## config.mk

```make
export PLATFORM = sky130hd
export DESIGN_NAME = sta_top
export DESIGN_NICKNAME = d
export VERILOG_FILES = /design/src/sta_pkg.sv /design/src/sta_top.sv /design/src/sta_ctrl.sv /design/src/sta_path_trace.sv /design/src/sta_relax.sv /design/src/sta_node_table.sv /design/src/sta_loader.sv
export SDC_FILE = /design/constraint.sdc
export NUM_CORES = 1
export LEC_CHECK = 0
export BUFFER_PORTS_ARGS = -buffer_cell sky130_fd_sc_hd__buf_2
export CAP_MARGIN = 20
export CORE_UTILIZATION = 40
export DETAILED_ROUTE_END_ITERATION = 10
export PLACE_DENSITY_LB_ADDON = 0.1
export RECOVER_POWER = 100
export SYNTH_ARGS = -nofsm -noshare
export SYNTH_HDL_FRONTEND = slang
export SYNTH_SLANG_ARGS = --single-unit
```

## constraint.sdc

```tcl
create_clock -name clk -period 6.6 [get_ports clk]
set_input_delay 0.66 -clock clk [delete_from_list [all_inputs] [get_ports clk]]
set_output_delay 0.66 -clock clk [all_outputs]
set_load 0.1 [all_outputs]
```

## src/sta_pkg.sv

```systemverilog
// STA package with graph sizes, node constants, data types and controller states
package sta_pkg;

	//----------------------------------------------------------------------
	// Graph sizes and fixed endpoints
	//----------------------------------------------------------------------
	localparam int NUM_NODES = 16;
	localparam int NUM_EDGES = 32;

	typedef logic [3:0] node_t;
	typedef logic [3:0] delay_t;
	typedef logic [7:0] arrival_t;
	typedef logic [4:0] edge_idx_t;

	localparam node_t SRC_NODE  = 4'd0;
	localparam node_t SINK_NODE = 4'd1;

	//----------------------------------------------------------------------
	// Structs
	//----------------------------------------------------------------------
	typedef struct packed {
		node_t src;
		node_t dst;
	} edge_t;

	// Per-node timing state
	typedef struct packed {
		logic     reached;
		arrival_t arrival;
		node_t    pred;
	} node_entry_t;

	typedef struct packed {
		logic        en;
		node_t       node;
		node_entry_t entry;
	} node_wr_t;

	typedef enum logic [2:0] {
		IDLE,
		LOAD,
		RELAX,
		TRACE,
		OUTPUT
	} sta_state_t;

endpackage
```

## src/sta_top.sv

```systemverilog
// STA top level, connects controller, workers and the shared node table
`timescale 1ns/1ps

module sta_top
	import sta_pkg::*;
(
	input  logic     clk,
	input  logic     rst_n,
	input  logic     in_valid,
	input  delay_t   delay,
	input  node_t    source,
	input  node_t    destination,
	output logic     out_valid,
	output arrival_t worst_delay,
	output node_t    path
);

	logic        load_done;
	logic        relax_start;
	logic        relax_done;
	logic        trace_start;
	logic        trace_done;
	edge_idx_t   edge_idx;
	edge_t       edge_rd;
	node_wr_t    load_wr;
	node_wr_t    relax_wr;
	node_entry_t src_entry;
	node_entry_t dst_entry;
	delay_t      dst_delay;
	node_t       trace_node;
	node_entry_t trace_entry;

	sta_ctrl u_ctrl (
		.clk         (clk),
		.rst_n       (rst_n),
		.in_valid    (in_valid),
		.load_done   (load_done),
		.relax_done  (relax_done),
		.trace_done  (trace_done),
		.relax_start (relax_start),
		.trace_start (trace_start)
	);

	sta_loader u_loader (
		.clk         (clk),
		.rst_n       (rst_n),
		.in_valid    (in_valid),
		.delay       (delay),
		.source      (source),
		.destination (destination),
		.edge_idx    (edge_idx),
		.edge_rd     (edge_rd),
		.node_wr     (load_wr),
		.load_done   (load_done)
	);

	// Port A and the destination port follow the edge under relaxation
	sta_node_table u_node_table (
		.clk         (clk),
		.rst_n       (rst_n),
		.load_wr     (load_wr),
		.relax_wr    (relax_wr),
		.rd_node_a   (edge_rd.src),
		.rd_node_b   (trace_node),
		.rd_a        (src_entry),
		.rd_b        (trace_entry),
		.rd_dst      (dst_entry),
		.rd_dst_node (edge_rd.dst),
		.delay_rd    (dst_delay)
	);

	sta_relax u_relax (
		.clk         (clk),
		.rst_n       (rst_n),
		.relax_start (relax_start),
		.edge_rd     (edge_rd),
		.src_entry   (src_entry),
		.dst_entry   (dst_entry),
		.dst_delay   (dst_delay),
		.edge_idx    (edge_idx),
		.relax_wr    (relax_wr),
		.relax_done  (relax_done)
	);

	sta_path_trace u_path_trace (
		.clk         (clk),
		.rst_n       (rst_n),
		.trace_start (trace_start),
		.rd_entry    (trace_entry),
		.rd_node     (trace_node),
		.out_valid   (out_valid),
		.worst_delay (worst_delay),
		.path        (path),
		.trace_done  (trace_done)
	);

endmodule

```

## src/sta_ctrl.sv

```systemverilog
// STA phase controller that sequences load, relax and trace
`timescale 1ns/1ps

module sta_ctrl
	import sta_pkg::*;
(
	input  logic clk,
	input  logic rst_n,
	input  logic in_valid,
	input  logic load_done,
	input  logic relax_done,
	input  logic trace_done,
	output logic relax_start,
	output logic trace_start
);

	sta_state_t state;
	sta_state_t state_nx;

	// Walk and stream run under OUTPUT after the one-cycle TRACE kick-off
	always_comb begin
		state_nx = state;
		case (state)
			IDLE:    if (in_valid) state_nx = LOAD;
			LOAD:    if (load_done) state_nx = RELAX;
			RELAX:   if (relax_done) state_nx = TRACE;
			TRACE:   state_nx = OUTPUT;
			OUTPUT:  if (trace_done) state_nx = IDLE;
			default: state_nx = IDLE;
		endcase
	end

	always_ff @(posedge clk or negedge rst_n) begin
		if (!rst_n) begin
			state       <= IDLE;
			relax_start <= 1'b0;
			trace_start <= 1'b0;
		end else begin
			state       <= state_nx;
			relax_start <= (state == LOAD) && load_done;
			trace_start <= (state == RELAX) && relax_done;
		end
	end

	//----------------------------------------------------------------------
	// Done pulses only arrive in the phase that waits for them
	//----------------------------------------------------------------------
	a_load_done: assert property (@(posedge clk) disable iff (!rst_n)
		load_done |-> (state == LOAD))
		else $error("load_done outside the load phase");

	a_relax_done: assert property (@(posedge clk) disable iff (!rst_n)
		relax_done |-> (state == RELAX))
		else $error("relax_done outside the relax phase");

	a_trace_done: assert property (@(posedge clk) disable iff (!rst_n)
		trace_done |-> (state == OUTPUT))
		else $error("trace_done outside the output phase");

endmodule

```

## src/sta_path_trace.sv

```systemverilog
// STA path tracer, walks predecessors back from the sink and streams the path forwards
`timescale 1ns/1ps

module sta_path_trace
	import sta_pkg::*;
(
	input  logic        clk,
	input  logic        rst_n,
	input  logic        trace_start,
	input  node_entry_t rd_entry,
	output node_t       rd_node,
	output logic        out_valid,
	output arrival_t    worst_delay,
	output node_t       path,
	output logic        trace_done
);

	typedef enum logic [1:0] {
		TR_IDLE,
		TR_WALK,
		TR_OUT
	} tr_state_t;

	tr_state_t st;
	node_t     cur;
	node_t     stack [NUM_NODES];
	logic [4:0] sp;
	logic [4:0] sp_dec;
	arrival_t  worst_q;
	logic      first_q;

	assign rd_node = cur;
	assign sp_dec  = sp - 5'd1;

	// Push every visited node, sink first
	always_ff @(posedge clk) begin
		if (st == TR_WALK)
			stack[sp[3:0]] <= cur;
	end

	//----------------------------------------------------------------------
	// Walk and stream
	//----------------------------------------------------------------------
	always_ff @(posedge clk or negedge rst_n) begin
		if (!rst_n) begin
			st          <= TR_IDLE;
			cur         <= SINK_NODE;
			sp          <= '0;
			worst_q     <= '0;
			first_q     <= 1'b0;
			out_valid   <= 1'b0;
			worst_delay <= '0;
			path        <= '0;
			trace_done  <= 1'b0;
		end else begin
			out_valid   <= 1'b0;
			worst_delay <= '0;
			path        <= '0;
			trace_done  <= 1'b0;
			case (st)
				TR_IDLE: begin
					if (trace_start) begin
						st  <= TR_WALK;
						cur <= SINK_NODE;
						sp  <= '0;
					end
				end
				TR_WALK: begin
					sp <= sp + 5'd1;
					// Sink is read on the first walk cycle
					if (sp == '0)
						worst_q <= rd_entry.arrival;
					if (cur == SRC_NODE || sp == 5'(NUM_NODES - 1)) begin
						st      <= TR_OUT;
						first_q <= 1'b1;
					end else begin
						cur <= rd_entry.pred;
					end
				end
				TR_OUT: begin
					if (sp != '0) begin
						out_valid <= 1'b1;
						path      <= stack[sp_dec[3:0]];
						sp        <= sp_dec;
						first_q   <= 1'b0;
						if (first_q)
							worst_delay <= worst_q;
					end else begin
						st         <= TR_IDLE;
						trace_done <= 1'b1;
					end
				end
				default: st <= TR_IDLE;
			endcase
		end
	end

endmodule

```

## src/sta_relax.sv

```systemverilog
// STA relax engine, repeated longest-path sweeps over the edge list
`timescale 1ns/1ps

module sta_relax
	import sta_pkg::*;
(
	input  logic        clk,
	input  logic        rst_n,
	input  logic        relax_start,
	input  edge_t       edge_rd,
	input  node_entry_t src_entry,
	input  node_entry_t dst_entry,
	input  delay_t      dst_delay,
	output edge_idx_t   edge_idx,
	output node_wr_t    relax_wr,
	output logic        relax_done
);

	logic                         busy;
	logic                         changed;
	logic [$clog2(NUM_NODES)-1:0] sweep;
	edge_idx_t                    idx;
	arrival_t                     cand;
	logic                         take;
	logic                         last_edge;

	assign edge_idx = idx;

	//----------------------------------------------------------------------
	// Relaxation of the current edge
	//----------------------------------------------------------------------
	assign cand = src_entry.arrival + arrival_t'(dst_delay);
	assign take = busy && src_entry.reached &&
		(!dst_entry.reached || (cand > dst_entry.arrival));

	always_comb begin
		relax_wr               = '0;
		relax_wr.en            = take;
		relax_wr.node          = edge_rd.dst;
		relax_wr.entry.reached = 1'b1;
		relax_wr.entry.arrival = cand;
		relax_wr.entry.pred    = edge_rd.src;
	end

	assign last_edge = (idx == edge_idx_t'(NUM_EDGES - 1));

	//----------------------------------------------------------------------
	// Sweep sequencing
	//----------------------------------------------------------------------
	always_ff @(posedge clk or negedge rst_n) begin
		if (!rst_n) begin
			busy       <= 1'b0;
			changed    <= 1'b0;
			sweep      <= '0;
			idx        <= '0;
			relax_done <= 1'b0;
		end else begin
			relax_done <= 1'b0;
			if (relax_start) begin
				busy    <= 1'b1;
				changed <= 1'b0;
				sweep   <= '0;
				idx     <= '0;
			end else if (busy) begin
				idx <= idx + 5'd1;
				if (last_edge) begin
					// Quiet sweep ends the phase, 16 sweeps bound any DAG here
					if (!(changed || take) || sweep == NUM_NODES - 1) begin
						busy       <= 1'b0;
						relax_done <= 1'b1;
					end
					changed <= 1'b0;
					sweep   <= sweep + 1'b1;
				end else begin
					changed <= changed | take;
				end
			end
		end
	end

endmodule

```

## src/sta_node_table.sv

```systemverilog
// STA node table, per-node delay, arrival, reached flag and predecessor
`timescale 1ns/1ps

module sta_node_table
	import sta_pkg::*;
(
	input  logic        clk,
	input  logic        rst_n,
	input  node_wr_t    load_wr,
	input  node_wr_t    relax_wr,
	input  node_t       rd_node_a,
	input  node_t       rd_node_b,
	output node_entry_t rd_a,
	output node_entry_t rd_b,
	output node_entry_t rd_dst,
	input  node_t       rd_dst_node,
	output delay_t      delay_rd
);

	logic [NUM_NODES-1:0] reached_q;
	arrival_t             arr_mem   [NUM_NODES];
	node_t                pred_mem  [NUM_NODES];
	delay_t               delay_mem [NUM_NODES];
	node_wr_t             wr;

	// Load and relax phases never overlap
	assign wr = load_wr.en ? load_wr : relax_wr;

	always_ff @(posedge clk or negedge rst_n) begin
		if (!rst_n)
			reached_q <= '0;
		else if (wr.en)
			reached_q[wr.node] <= wr.entry.reached;
	end

	always_ff @(posedge clk) begin
		if (wr.en) begin
			arr_mem[wr.node]  <= wr.entry.arrival;
			pred_mem[wr.node] <= wr.entry.pred;
		end
	end

	// Seed arrival holds the gate delay
	always_ff @(posedge clk) begin
		if (load_wr.en)
			delay_mem[load_wr.node] <= delay_t'(load_wr.entry.arrival);
	end

	//----------------------------------------------------------------------
	// Combinational read ports
	//----------------------------------------------------------------------
	function automatic node_entry_t read_entry(input node_t n);
		node_entry_t e;
		e.reached = reached_q[n];
		e.arrival = arr_mem[n];
		e.pred    = pred_mem[n];
		return e;
	endfunction

	assign rd_a     = read_entry(rd_node_a);
	assign rd_b     = read_entry(rd_node_b);
	assign rd_dst   = read_entry(rd_dst_node);
	assign delay_rd = delay_mem[rd_dst_node];

	a_one_writer: assert property (@(posedge clk) disable iff (!rst_n)
		!(load_wr.en && relax_wr.en))
		else $error("loader and relax engine write the node table together");

endmodule

```

## src/sta_loader.sv

```systemverilog
// STA input loader, stores the edge list and seeds each node with its gate delay
`timescale 1ns/1ps

module sta_loader
	import sta_pkg::*;
(
	input  logic      clk,
	input  logic      rst_n,
	input  logic      in_valid,
	input  delay_t    delay,
	input  node_t     source,
	input  node_t     destination,
	input  edge_idx_t edge_idx,
	output edge_t     edge_rd,
	output node_wr_t  node_wr,
	output logic      load_done
);

	edge_idx_t cnt;
	edge_t     edge_mem [NUM_EDGES];

	// Input cycle counter, wraps back to zero after the last edge
	always_ff @(posedge clk or negedge rst_n) begin
		if (!rst_n) begin
			cnt       <= '0;
			load_done <= 1'b0;
		end else begin
			load_done <= in_valid && (cnt == edge_idx_t'(NUM_EDGES - 1));
			if (in_valid)
				cnt <= cnt + 5'd1;
		end
	end

	always_ff @(posedge clk) begin
		if (in_valid)
			edge_mem[cnt] <= '{src: source, dst: destination};
	end

	assign edge_rd = edge_mem[edge_idx];

	// Seed write for the first 16 cycles
	// arrival carries the gate delay here, the node table keeps a copy of it
	always_comb begin
		node_wr               = '0;
		node_wr.en            = in_valid && (cnt < edge_idx_t'(NUM_NODES));
		node_wr.node          = cnt[3:0];
		node_wr.entry.reached = (cnt[3:0] == SRC_NODE);
		node_wr.entry.arrival = arrival_t'(delay);
		node_wr.entry.pred    = SRC_NODE;
	end

	//----------------------------------------------------------------------
	// Input window is exactly NUM_EDGES cycles long
	//----------------------------------------------------------------------
	a_window_end: assert property (@(posedge clk) disable iff (!rst_n)
		(in_valid && cnt == edge_idx_t'(NUM_EDGES - 1)) |=> !in_valid)
		else $error("in_valid high after the last edge of a run");

	a_window_gap: assert property (@(posedge clk) disable iff (!rst_n)
		(cnt != '0) |-> in_valid)
		else $error("in_valid dropped in the middle of a run");

endmodule

```

==> reports/metrics.cfg <==
[timing]
fin_crit_sh_pct = 101.1
worst_slack_ns = -0.07029
maxSlewHeadroom_pct = -88.16
period_minus_slack_ns = 6.670
fmax_mhz = 149.9
whs_ns = 0.5036
slew_violations = 301
finalSetupViolCount = 31
finalClockSkew_ns = 0.02355
finalHoldViolCount = 0
setup-tns-final_ns = -1.447
grt_setup_unrepaired = true
worst_pin_slew_ns = 2.822

[synthesis]
synth_edf_count = 576
synthCells = 1811
async_flop_share_pct = 11.25
synth_flop_cell = edfxtp_1
ys_warn_count = 0
avgSynthCellArea_um2 = 16.13
yosysTopAreaCellShare_pct = 59.20
ys_seq_area_share_pct = 65.46
synthesis.nets = 1856
synth.distinct_cells = 68
synthTopCellsByArea = edfxtp_1 (59%), mux4_2 (11%), dfrtp_1 (6.2%)
synth_top_cell_by_area = edfxtp_1
synth-seq-cells = 649
synth_area_um2 = 29220

[outcome]
status = complete, but fails checks
violations = max-capacitance violations, max-slew violations, negative setup slack

[drt]
drt_iter0_drc = 1490
wirelength_mm = 78.46
drc = 0
drt_first_pass_iters = 5
post_drt_wl_per_cell_um = 25.84
via_per_inst = 5.630
route.vias.total = 17090
final_antenna_net_count = 0

[global_routing]
grt_pass1_wl_mm = 117.0
grt_usage_pct = 21.37
grt_max_degree = 50
first_global_vias = 17480
overflow = 0
antenna_found_initial = 1

[hold_path]
holdPathStages = 1
worstHoldStart = u_path_trace.worst_q[4]$_DFFE_PN0P_
holdPathEnd = u_path_trace.worst_q[4]$_DFFE_PN0P_
hold_class = reg -> reg

[critical_path]
crit_fanout = 7
cp-end-kind = flop
critPathKind = reg -> reg
cp-startpoint = u_relax.edge_idx[0]$_DFFE_PN0P_
rr_startpoint = u_relax.edge_idx[0]$_DFFE_PN0P_
critPathRequiredTime_ns = 6.96
slowest_stage = dfrtp_4
r2r-end = u_node_table.arr_mem[2][5]$_DFFE_PP_
r2r_setup_slack_ns = -0.07
cp.arrival_ns = 7.03
cp_slowest_stage_delay_ns = 0.54
start_kind = flop
rr_worst_depth = 33
cpMostUsedCell = buf_4

[die]
ios = 28
die_y_um = 272.3
core_area_um2 = 71850
dieArea_um2 = 74130
die_w_um = 272.3
start_util_pct = 40.66
rows = 98

[cts]
clkTransAtPathRegs_ns = 0.06
clock_path_buffers = 3
clk_latency_ns = 0.62
root_buffer = clkbuf_16
clkSinkCount = 649
cts_tree = built
cts_buffers = 72
cts-htree-levels = 3

[cells_and_area]
drive_gt1_share_pct = 28.76
fin_nets = 2073
diodes = 0
layout_commonest_cell = edfxtp_1
area_growth_pct = 20.32
final_cell_mix = edfxtp_1 (576), mux2i_1 (153), mux4_2 (146)
fin_area_um2 = 35160

[place]
gp_congestion = 0.8341
place_ws_ns = -0.4880
dp_hpwl_mm = 50.60
port_buffers = 27
place_area_um2 = 31530

[pwr]
vdd_drop_max_v = 0.0007060
leakagePower_uw = 0.01208
p_per_area_nw_per_um2 = 561.2

[flow_run]
drv_cap = 11

==> stage by stage <==
stage	instances	power, uW	utilization, %
2_1_floorplan	1811	11050	-
3_3_place_gp	2821	14460	43.84
3_5_place_dp	2824	14520	43.89
4_1_cts	3015	19510	48.65
5_1_grt	3036	20700	48.93
6_report	3036	19730	48.93
==> routing by layer <==
| layer | track usage, % | vias to the layer above | share of wire (%) |
|---|---|---|---|
| li1 | - | 7620 | - |
| met1 | 29.58 | 8840 | 44 |
| met2 | 35.10 | 500 | 48 |
| met3 | 3.024 | 132 | 4.5 |
| met4 | 6.195 | 0 | 2.9 |
| met5 | 0 | - | 0 |
==> cell type report <==
class	instances	area (um^2)
clock buffer	95	2022
clock inverter	37	360.3
fill	6139	36700
inverter	27	101.3
multi-input combinational	1022	9861
sequential	649	19130
tap	950	1189
timing repair buffer	256	2490
==> flip-flops by register name, indices dropped and copies added (netlist names), 4 cells and up <==
| register | flops |
|---|---|
| u_loader.edge_mem | 256 |
| u_node_table.arr_mem | 128 |
| u_node_table.delay_mem | 64 |
| u_node_table.pred_mem | 64 |
| u_path_trace.stack | 64 |
| u_node_table.reached_q | 16 |
| u_path_trace.worst_delay | 8 |
| u_path_trace.worst_q | 8 |
| u_loader.cnt | 5 |
| u_path_trace.sp | 5 |
| u_relax.edge_idx | 5 |
| u_path_trace.path | 4 |
| u_path_trace.rd_node | 4 |
| u_relax.sweep | 4 |
==> cells in the mapped netlist, drive strengths merged, types with 45 or more instances <==
library cell / count
mux2i: 159
nand2: 98
a211oi: 45
nor2: 97
mux4: 146
mux2: 53
o21ai: 80
dfrtp: 72
clkbuf: 59
a21oi: 69
buf: 55
edfxtp: 576
==> how the worst max path moves through the flow <==
stage	to	slack, ns	depth (start not counted)
floorplan	u_node_table.arr_mem[3][0]$_DFFE_PP_	-0.14	26
CTS	u_node_table.arr_mem[2][6]$_DFFE_PP_	-0.02	28
global route	u_node_table.arr_mem[2][5]$_DFFE_PP_	-0.32	32
detailed placement	u_node_table.pred_mem[12][0]$_DFFE_PP_	-0.49	26
finish	u_node_table.arr_mem[2][5]$_DFFE_PP_	-0.07	33
global placement	u_node_table.pred_mem[12][0]$_DFFE_PP_	-0.48	28
==> power breakdown <==
group | leakage (uW) | switching [uW] | total (uW) | internal [uW]
clock network | 0.00117 | 1660 | 4030 | 2370
logic | 0.00476 | 5420 | 9760 | 4350
registers | 0.00615 | 226 | 5940 | 5710
==> critical path, delay by kind of cell, from the launching register on <==
family / cells / cell delay (ns)
buf+inv: 13 / 1.66
compound gates: 9 / 1.55
mux: 3 / 1.04
fa+ha+maj: 3 / 0.83
flops: 1 / 0.54
simple gates: 4 / 0.53
xor+xnor: 1 / 0.23
==> cell families after synthesis <==
logic type,Yosys count,synth area share [%]
AND/OR/NAND/NOR,356,5.957
multiplexers,358,18.92
adder cells (fa/ha/maj),30,1.310
buffers and inverters,141,2.325
AO/OA/AOI/OAI,260,5.524
XOR/XNOR,17,0.5096
flip-flops,649,65.46
==> repair_timing <==
action	4_1_cts	5_1_grt
resized for setup	64	29
hold endpoints to repair	28	0
pin swaps	35	7
gates cloned	7	3
buffers inserted	53	13
hold buffers	1	0
setup endpoints to repair	184	194
(Power assumes the default switching activity.)
